===== config.mk =====
export PLATFORM = sky130hd
export DESIGN_NAME = fetch_stage
export DESIGN_NICKNAME = d
export VERILOG_FILES = /design/src/hdl/rv_pkg.sv /design/src/hdl/fetch_stage.sv
export SDC_FILE = /design/constraint.sdc
export NUM_CORES = 1
export LEC_CHECK = 0
export ABC_CLOCK_PERIOD_IN_PS = 2450
export BUFFER_PORTS_ARGS = -buffer_cell sky130_fd_sc_hd__buf_2
export CORE_ASPECT_RATIO = 0.7
export CORE_MARGIN = 2
export CORE_UTILIZATION = 48
export CTS_CLUSTER_SIZE = 8
export DETAILED_ROUTE_END_ITERATION = 8
export GPL_TIMING_DRIVEN = 0
export PLACE_DENSITY = 0.79
export SYNTH_ARGS = -nofsm -noshare
export SYNTH_HDL_FRONTEND = slang
export SYNTH_SLANG_ARGS = --single-unit

===== constraint.sdc =====
create_clock -name clk -period 2.45 [get_ports clk]
set_input_delay 0.49 -clock clk [delete_from_list [all_inputs] [get_ports clk]]
set_output_delay 0.49 -clock clk [all_outputs]
set_load 0.03 [all_outputs]

===== src/hdl/rv_pkg.sv =====
`default_nettype none

package rv_pkg;

    // Datapath width
    localparam int XLEN = 32;

    // Instruction memory geometry
    localparam int IMEM_DEPTH = 64;            // Words
    localparam int IMEM_AW    = $clog2(IMEM_DEPTH); // Word address bits

    // Major opcodes of the supported subset
    typedef enum logic [6:0] {
        OPC_OP     = 7'b0110011, // Register-register ALU
        OPC_OP_IMM = 7'b0010011, // Register-immediate ALU
        OPC_LUI    = 7'b0110111,
        OPC_AUIPC  = 7'b0010111,
        OPC_BRANCH = 7'b1100011, // BEQ and BNE only
        OPC_JAL    = 7'b1101111,
        OPC_JALR   = 7'b1100111
    } opcode_e;

    // ALU operations
    typedef enum logic [2:0] {
        ALU_ADD = 3'd0,
        ALU_SUB = 3'd1,
        ALU_AND = 3'd2,
        ALU_OR  = 3'd3,
        ALU_XOR = 3'd4,
        ALU_SLT = 3'd5  // Signed compare
    } alu_op_e;

    // Immediate layouts
    typedef enum logic [1:0] {
        IMM_I = 2'd0,
        IMM_U = 2'd1,
        IMM_B = 2'd2,
        IMM_J = 2'd3
    } imm_fmt_e;

    // Operand A source
    typedef enum logic [1:0] {
        A_REG  = 2'd0, // rs1
        A_PC   = 2'd1, // AUIPC
        A_ZERO = 2'd2  // LUI
    } a_sel_e;

    // Write-back source
    typedef enum logic [0:0] {
        WB_ALU = 1'b0,
        WB_PC4 = 1'b1  // Link value of JAL and JALR
    } wb_sel_e;

endpackage

`default_nettype wire


===== src/hdl/fetch_stage.sv =====
`timescale 1ns/1ps
`default_nettype none

module fetch_stage import rv_pkg::*; (
    input  logic            clk,
    input  logic            rst,
    input  logic            run_i,         // Trigger latched
    input  logic            redirect_i,    // Taken branch or jump in execute
    input  logic [XLEN-1:0] redirect_pc_i,
    input  logic [XLEN-1:0] instr_i,       // From instr_mem
    output logic [XLEN-1:0] pc_o,          // Fetch address
    output logic            ex_valid_o,
    output logic [XLEN-1:0] ex_pc_o,
    output logic [XLEN-1:0] ex_instr_o
);

    logic [XLEN-1:0] pc_next;

    // Sequential or redirected
    assign pc_next = redirect_i ? redirect_pc_i : pc_o + XLEN'(4);

    // PC held at 0 until started
    always_ff @(posedge clk or posedge rst) begin
        if (rst) begin
            pc_o <= '0;
        end else if (run_i) begin
            pc_o <= pc_next;
        end
    end

    // Valid bit of the fetch/execute register
    always_ff @(posedge clk or posedge rst) begin
        if (rst) begin
            ex_valid_o <= 1'b0;
        end else begin
            ex_valid_o <= run_i && !redirect_i; // Flush the wrong-path fetch
        end
    end

    // Payload, no reset needed
    always_ff @(posedge clk) begin
        if (run_i) begin
            ex_pc_o    <= pc_o;
            ex_instr_o <= instr_i;
        end
    end

    // Redirects only come from a real instruction
    a_redirect_needs_valid: assert property (
        @(posedge clk) disable iff (rst)
        redirect_i |-> ex_valid_o
    ) else $error("fetch_stage: redirect without valid instruction");

    // One bubble, then the target reaches execute
    a_bubble_after_redirect: assert property (
        @(posedge clk) disable iff (rst)
        redirect_i |=> !ex_valid_o ##1 (ex_valid_o && ex_pc_o == $past(redirect_pc_i, 2))
    ) else $error("fetch_stage: wrong-path instruction not flushed");

endmodule

`default_nettype wire


==> flow_summary.ini, run 1 <==
[run_status]
status = finished, final reports clean

[timing]
maxSlewHeadroom_pct = 40.9
finClkSkew_ps = 5.54
hold_ws_ps = 207
tightest_slew_ps = 886
clock.fmax_mhz = 443
drv_slew = 0
grt_setup_unrepaired = no
layout_min_cycle_time_ps = 2260
setup_viol = 0
fin_crit_sh_pct = 92.1
setup_ws_ps = 194
finalHoldViolCount = 0

[synthesis]
synth_area_mm2 = 0.00414
netlist_instances = 322
ys_ff_latch = 97
synth-edff-count = 64
synth_top_area_share_pct = 46.4
synthArstFlopShare_pct = 34.0
synthesis.nets = 391
yosysWarnings = 0
ys.flop_type = edfxtp_1
synthDistinctLibCells = 55
ys_seq_area_share_pct = 66.3
avgSynthCellArea_um2 = 12.9
synth_most_common_cell = edfxtp_1
synth_area_leaders = edfxtp_1 46%, dfrtp_1 20%, nand2_1 2.3%
yosys-top-cells-count = 64 x edfxtp_1, 33 x dfrtp_1, 25 x nand2_1, 20 x nor2_1, 16 x o21ai_0
synth.largest_area_cell = edfxtp_1

[place]
dp_slack_ps = 6.66
io_buffers = 163
dp.final_hpwl_mm = 8.02
place_congestion = 0.949

[setup_path]
crit_slowest_cell = or4_4
cpPeakStageDelay_ps = 610
cp.required_ps = 2650
worst_ep_arrival_time_ps = 2460
critPathMaxFanout = 9
worstPathCellList = ha_1, nand4_4, or4_4, nor3_4, a311oi_1
cp-start-kind = flip-flop
endpoint_kind = flip-flop
crit_type = flip-flop to flip-flop

[power]
p_per_area_mw_per_mm2 = 811
peakVddDrop_v = 0.000527
power.leakage_nw = 2.30

[global_routing]
grt_pass1_vias = 3341
antenna_found_initial = 0
grt_start_max_net_pins = 71
grtUsageTotal_pct = 24.4
grt_pass1_wl_mm = 17.4
grt-ovfl-total = 0

[floorplan]
rows = 28
initial_core_util_pct = 49.3
die_w_um = 115
core_mm2 = 0.00841
fp.dieArea_mm2 = 0.00940
num_io_pins = 165
die_h_um = 81.7

[clock_tree]
cts_tree = built
clock_latency_ps = 340
clockBufferDepth = 2
root_buffer = clkbuf_16
clock-sinks = 97
cts_setup_buffers = 0
htree_levels = 3
clkSlewWorstSetupHoldPaths_ps = 70
cts_resized = 0
ctsHoldBuffers = 0
cts_made_buffers = 9

[drt]
wire_per_inst_um = 18.7
vias = 3548
drt_pre_antenna_iters = 5
first_iter_violations = 341
vias_per_cell = 5.85
drt-total-wl_mm = 11.3
ant_nets = 0
post-route-drc-count = 0

[finish]
area_delta_synth_final_pct = 30.3
fin_util_pct = 64.2
fill_cells = 668
antenna_cells = 0
drive_gt1_share_pct = 39.3
fin_nets = 566

[run]
drv_cap = 0

[hold_path]
hold_class = primary input to asynchronous set/reset pin
-- sequential cells by signal, indices dropped and copies added, names as in the netlist --
signal      cells
ex_instr_o     32
ex_valid_o      1
ex_pc_o        32
pc_o           32
-- path summary, 6_finish.rpt --
| kind | to | startpoint | slack (ps) | cells after the start |
|---|---|---|---|---|
| worst max-delay path | pc_o[26] | pc_o[2] | 190 | 5 |
| worst min-delay path | ex_valid_o | rst | 210 | 2 |
| worst max register to register | pc_o[26] | pc_o[2] | 190 | 5 |
| worst min register to register | ex_pc_o[0] | pc_o[0] | 470 | 0 |
| max in group asynchronous | pc_o[4] | rst | 1720 | 3 |
| min in group clk | ex_instr_o[9] | instr_i[9] | 320 | 1 |
-- cell usage in the layout (no fill, tap or decap), drive strengths merged, types with 3 or more instances in the layout --
master,instances
nand3b,3
a211oi,3
nand3,13
o21ai,16
a22oi,4
and2,4
or3,3
and3,5
nand2,25
a22o,5
nand4,11
nand2b,5
a311o,3
edfxtp,64
a311oi,7
dfrtp,33
a21oi,15
o31ai,3
inv,13
clkbuf,22
o22ai,3
nor4,8
mux2i,3
buf,167
nor2,20
nor3,11
-- critical path: cells and delay by family, from the launching register on --
| family | cells | cell delay [ps] |
|---|---|---|
| and+or+nand+nor | 3 | 1140 |
| DFF | 1 | 490 |
| adders and majority gates | 1 | 340 |
| AOI/OAI and AO/OA | 1 | 140 |
-- cell families (layout without fill, tap and decap cells) --
family / Yosys count / after routing / synth area share, %
AND/OR/NAND/NOR: 118 / 118 / 17.0
flip-flops: 97 / 97 / 66.3
AO/OA/AOI/OAI: 76 / 76 / 13.0
buffers and inverters: 26 / 205 / 2.45
multiplexers: 4 / 4 / 0.997
adder cells (fa/ha/maj): 1 / 1 / 0.302
-- report_power, final --
group	total [W]	internal, W	switching (W)
sequential	0.00212	0.00195	0.000164
combinational	0.000949	0.000278	0.000672
clock	0.00131	0.000698	0.000613
total	0.00438	0.00293	0.00145
-- through the flow --
step	power [W]	area (um2)	std cells	setup TNS, ps
after floorplan	0.00273	4140	322	0
after global placement	0.00306	5090	590	-10020
after detailed placement	0.00309	5120	591	0
after CTS	0.00440	5400	606	0
after global routing	0.00455	5400	606	0
final	0.00438	5400	606	0
-- layer usage --
layer	GRT usage (%)	routed length, um	share of wire [%]	vias up
met3	7.75	1260	11	17
met1	32.3	4700	41	1687
met5	0	0	0	-
li1	-	-	-	1609
met2	38.5	5190	46	235
met4	8.07	186	1.6	0
-- area by class of cell --
class                           instances  area [um2]  share of cell area, %
Buffer                                 16        63.8                   1.18
Inverter                               10        37.5                  0.695
Sequential cell                        97        2750                   50.9
Multi-Input combinational cell        199        1290                   24.0
Clock buffer                            9         225                   4.17
Tap cell                              105         131                   2.43
Timing Repair Buffer                  164         846                   15.7
Clock inverter                          6        52.6                  0.974
Note: power is estimated with default switching activity, not from simulation.
==> run 2, diff against run 1 <==
--- a/config.mk
+++ b/config.mk
@@ -7,13 +7,15 @@
 export LEC_CHECK = 0
 export ABC_CLOCK_PERIOD_IN_PS = 2450
 export BUFFER_PORTS_ARGS = -buffer_cell sky130_fd_sc_hd__buf_2
+export CELL_PAD_IN_SITES_DETAIL_PLACEMENT = 1
+export CELL_PAD_IN_SITES_GLOBAL_PLACEMENT = 1
 export CORE_ASPECT_RATIO = 0.7
 export CORE_MARGIN = 2
-export CORE_UTILIZATION = 48
+export CORE_UTILIZATION = 37
 export CTS_CLUSTER_SIZE = 8
 export DETAILED_ROUTE_END_ITERATION = 8
 export GPL_TIMING_DRIVEN = 0
-export PLACE_DENSITY = 0.79
+export PLACE_DENSITY_LB_ADDON = 0.1
 export SYNTH_ARGS = -nofsm -noshare
 export SYNTH_HDL_FRONTEND = slang
 export SYNTH_SLANG_ARGS = --single-unit
==> flow_summary.ini, run 2 (synthesis results as in run 1) <==
[run_status]
status = finished, final reports clean

[finish]
area_delta_synth_final_pct = 31.9
reg_top3 = ex_instr_o (32), ex_pc_o (32), pc_o (32)
drive_gt1_share_pct = 38.9
final_cell_mix = 165 x buf_2, 64 x edfxtp_1, 33 x dfrtp_1
antenna_cells = 0
fin_nets = 565
final_common_cell = buf_2

[clock_tree]
htree_levels = 3
cts_tree = built
clockBufferDepth = 2
cts_resized = 0
clkSlewWorstSetupHoldPaths_ps = 70
clock_latency_ps = 340
clock-sinks = 97
cts_made_buffers = 9
ctsHoldBuffers = 0
root_buffer = clkbuf_16
cts_setup_buffers = 0

[timing]
setup_viol = 0
maxSlewHeadroom_pct = 40.4
finalHoldViolCount = 0
finClkSkew_ps = 5.29
setup_ws_ps = 188
clock.fmax_mhz = 442
layout_min_cycle_time_ps = 2260
grt_setup_unrepaired = no
fin_crit_sh_pct = 92.3
hold_ws_ps = 294
tightest_slew_ps = 894
drv_slew = 0

[global_routing]
grt-ovfl-total = 0
grt_start_max_net_pins = 71
grtUsageTotal_pct = 21.3
grt_pass1_vias = 3505
antenna_found_initial = 0
grt_pass1_wl_mm = 19.4

[setup_path]
crit_type = flip-flop to flip-flop
reg2reg_from = pc_o[2]
cp-start-kind = flip-flop
critPathMaxFanout = 9
startpoint = pc_o[2]
endpoint_kind = flip-flop
cp.required_ps = 2650
worst_ep_arrival_time_ps = 2460

[run]
drv_cap = 0

[floorplan]
die_w_um = 130
fp.dieArea_mm2 = 0.0121
rows = 32
core_mm2 = 0.0110
num_io_pins = 165
initial_core_util_pct = 37.8
die_h_um = 92.5

[power]
peakVddDrop_v = 0.000435
power.leakage_nw = 2.31
p_per_area_mw_per_mm2 = 835

[drt]
wire_per_inst_um = 19.2
first_iter_violations = 187
vias = 3474
drt-total-wl_mm = 12.6
vias_per_cell = 5.31
post-route-drc-count = 0
ant_nets = 0
drt_pre_antenna_iters = 4

[hold_path]
hold_class = primary input to asynchronous set/reset pin

[place]
dp.final_hpwl_mm = 8.77
place_congestion = 0.864
io_buffers = 163
dp_slack_ps = -150
==> run 2: cell count changes in the layout (fill, tap and decap cells not counted), sizes merged <==
cell      delta
buf          -1
bufinv       +2
clkbuf       +1
clkinv       +2
clkinvlp     -1
inv          -3
==> run 2: cell type report <==
type	count	area [um2]
clock inverter	6	83.8
clock buffer	10	229
fill	1255	5510
timing repair buffer	163	818
tap	153	191
inverter	10	37.5
buffer	16	63.8
sequential	97	2750
multi-input combinational	199	1290
==> run 2: worst max-delay path, stage by stage (launching register included) <==
cell	delay, ps
dfrtp_1	490
ha_1	340
nand4_4	230
or4_4	610
nor3_4	290
a311oi_1	150
==> run 2: final timing paths <==
path,slack [ps],endpoint,cells past startpoint
setup / recovery,190,pc_o[26],5
hold / removal,290,pc_o[28],2
setup reg to reg,190,pc_o[26],5
hold reg to reg,470,ex_pc_o[1],0
max in group asynchronous,1650,pc_o[12],2
min in group clk,320,ex_instr_o[1],1
==> run 2: power by group <==
| group | total, W | switching (W) | internal, W | leakage, nW |
|---|---|---|---|---|
| combinational | 0.000957 | 0.000684 | 0.000273 | 1.14 |
| sequential | 0.00211 | 0.000163 | 0.00195 | 1.01 |
| clock | 0.00149 | 0.000602 | 0.000890 | 0.148 |
==> run 2: per-layer routing <==
layer | GRT usage (%) | part of all wire [%] | vias up
met5 | 0 | 0 | -
met4 | 5.05 | 0.34 | 0
met3 | 7.05 | 9.0 | 4
met2 | 33.1 | 45 | 135
met1 | 29.1 | 46 | 1729
li1 | - | - | 1606
==> run 2: metrics by stage <==
stage	power [W]	TNS [ps]	utilization, %	instances	cell area, um2
2_1_floorplan	0.00273	0	-	322	4140
3_3_place_gp	0.00308	-12380	46.9	638	5150
3_5_place_dp	0.00310	-1390	47.0	638	5150
4_1_cts	0.00461	0	49.8	654	5470
5_1_grt	0.00476	0	49.8	654	5470
6_report	0.00456	0	49.8	654	5470
==> run 3, diff against run 2 <==
--- a/config.mk
+++ b/config.mk
@@ -16,6 +16,7 @@
 export DETAILED_ROUTE_END_ITERATION = 8
 export GPL_TIMING_DRIVEN = 0
 export PLACE_DENSITY_LB_ADDON = 0.1
+export REMOVE_ABC_BUFFERS = 1
 export SYNTH_ARGS = -nofsm -noshare
 export SYNTH_HDL_FRONTEND = slang
 export SYNTH_SLANG_ARGS = --single-unit
==> flow_summary.ini, run 3 (synthesis results as in run 1) <==
[run_status]
status = finished, final reports clean

[place]
io_buffers = 164
dp_slack_ps = -89.6
place_congestion = 0.758
dp.final_hpwl_mm = 8.14

[clock_tree]
cts_tree = built
htree_levels = 3
root_buffer = clkbuf_16
cts_made_buffers = 9
clockBufferDepth = 2
clkSlewWorstSetupHoldPaths_ps = 70
clock-sinks = 97
clock_latency_ps = 340

[finish]
fin_nets = 551
area_delta_synth_final_pct = 30.2
antenna_cells = 0
drive_gt1_share_pct = 40.2
final_cell_mix = 163 x buf_2, 64 x edfxtp_1, 33 x dfrtp_1
final_common_cell = buf_2
fill_cells = 1239
reg_top3 = ex_instr_o (32), ex_pc_o (32), pc_o (32)

[timing]
drv_slew = 0
finalHoldViolCount = 0
tightest_slew_ps = 1130
clock.fmax_mhz = 450
setup_viol = 0
layout_min_cycle_time_ps = 2220
finClkSkew_ps = 9.35
finalSetupTns_ps = 0
grt_setup_unrepaired = no
setup_ws_ps = 228
maxSlewHeadroom_pct = 24.7
fin_crit_sh_pct = 90.7

[setup_path]
cp-start-kind = flip-flop
endpoint_kind = flip-flop
worst_ep_arrival_time_ps = 2390
reg2reg_from = pc_o[2]
cp.required_ps = 2620
crit_type = flip-flop to flip-flop
r2r_end = pc_o[24]
crit_slowest_cell = or4_4
rrSetupSlack_ps = 230
critPathMaxFanout = 9
crit_family = simple AND/OR/NAND/NOR gates
cpPeakStageDelay_ps = 620
crit_buf_inv = 0
ff2ff_path_depth = 5
worstPathCellList = ha_2, nand4_4, or4_4, nor3_4, o311ai_1

[global_routing]
grt_start_max_net_pins = 81
grt-ovfl-total = 0
grtUsageTotal_pct = 19.6
antenna_found_initial = 0
grt_pass1_vias = 3356
grt_pass1_wl_mm = 18.1

[drt]
first_iter_violations = 207
drt-total-wl_mm = 11.7
vias_per_cell = 5.23
vias = 3347
ant_nets = 0
wire_per_inst_um = 18.3
post-route-drc-count = 0
drt_pre_antenna_iters = 4

[power]
p_per_area_mw_per_mm2 = 809
seqPwrFrac_pct = 48.7
power.leakage_nw = 2.28
p_switching_w = 0.00146
p_int_w = 0.00291
switching_share_pct = 33.4
p_clk_share_pct = 30.3
pwr-share-comb_pct = 21.0
peakVddDrop_v = 0.000340

[floorplan]
fp.dieArea_mm2 = 0.0121
num_io_pins = 165
rows = 32
initial_core_util_pct = 37.8
core_mm2 = 0.0110
die_h_um = 92.5
die_w_um = 130

[run]
drv_cap = 0

[hold_path]
hold_class = primary input to asynchronous set/reset pin
-- run 3: metrics by stage --
stage / total power (W) / area, um2 / instances / utilization (%) / hold WS (ps)
after floorplan: 0.00271 / 4080 / 306 / - / 575
after global placement: 0.00306 / 5090 / 623 / 46.4 / 461
after detailed placement: 0.00309 / 5120 / 624 / 46.7 / 464
after CTS: 0.00441 / 5390 / 640 / 49.2 / 309
after global routing: 0.00455 / 5400 / 640 / 49.2 / 306
final: 0.00437 / 5400 / 640 / 49.2 / 282
-- run 3: worst max-delay path by stage --
stage | startpoint | endpoint | slack [ps] | cells past startpoint
3_5_place_dp | redirect_i | pc_o[31] | -90 | 5
4_1_cts | pc_o[2] | pc_o[24] | 160 | 5
5_1_grt | pc_o[2] | pc_o[24] | 50 | 5
6_report | pc_o[2] | pc_o[24] | 230 | 5
3_3_place_gp | run_i | pc_o[25] | -1150 | 5
2_1_floorplan | pc_o[2] | pc_o[26] | 330 | 5
-- run 3: what timing repair did --
action / CTS / global route
resized for setup: 0 / 1
setup endpoints to repair: 0 / 2
setup buffers: 0 / 0
hold buffers: 0 / 0
-- run 3: power groups by stage --
| stage | logic (W) | clock network [W] | registers, W |
|---|---|---|---|
| after floorplan | 0.000223 | 0 | 0.00248 |
| after global placement | 0.000904 | 0 | 0.00215 |
| after detailed placement | 0.000926 | 0 | 0.00216 |
| after CTS | 0.000929 | 0.00135 | 0.00213 |
| after global routing | 0.000986 | 0.00140 | 0.00216 |
| final | 0.000919 | 0.00132 | 0.00213 |
-- run 3: layer usage --
metal	global-route usage, %	part of all wire [%]	vias to the layer above
met4	4.26	0.50	0
met2	30.4	46	101
met3	4.68	6.5	6
met1	28.1	47	1662
li1	-	-	1578
met5	0	0	-
-- run 3: cell type report --
class / count / area [um2] / area share [%]
Clock buffer: 9 / 225 / 4.17
Clock inverter: 7 / 46.3 / 0.858
Inverter: 10 / 37.5 / 0.696
Multi-Input combinational cell: 199 / 1300 / 24.0
Sequential cell: 97 / 2750 / 50.9
Tap cell: 153 / 191 / 3.55
Timing Repair Buffer: 165 / 851 / 15.8
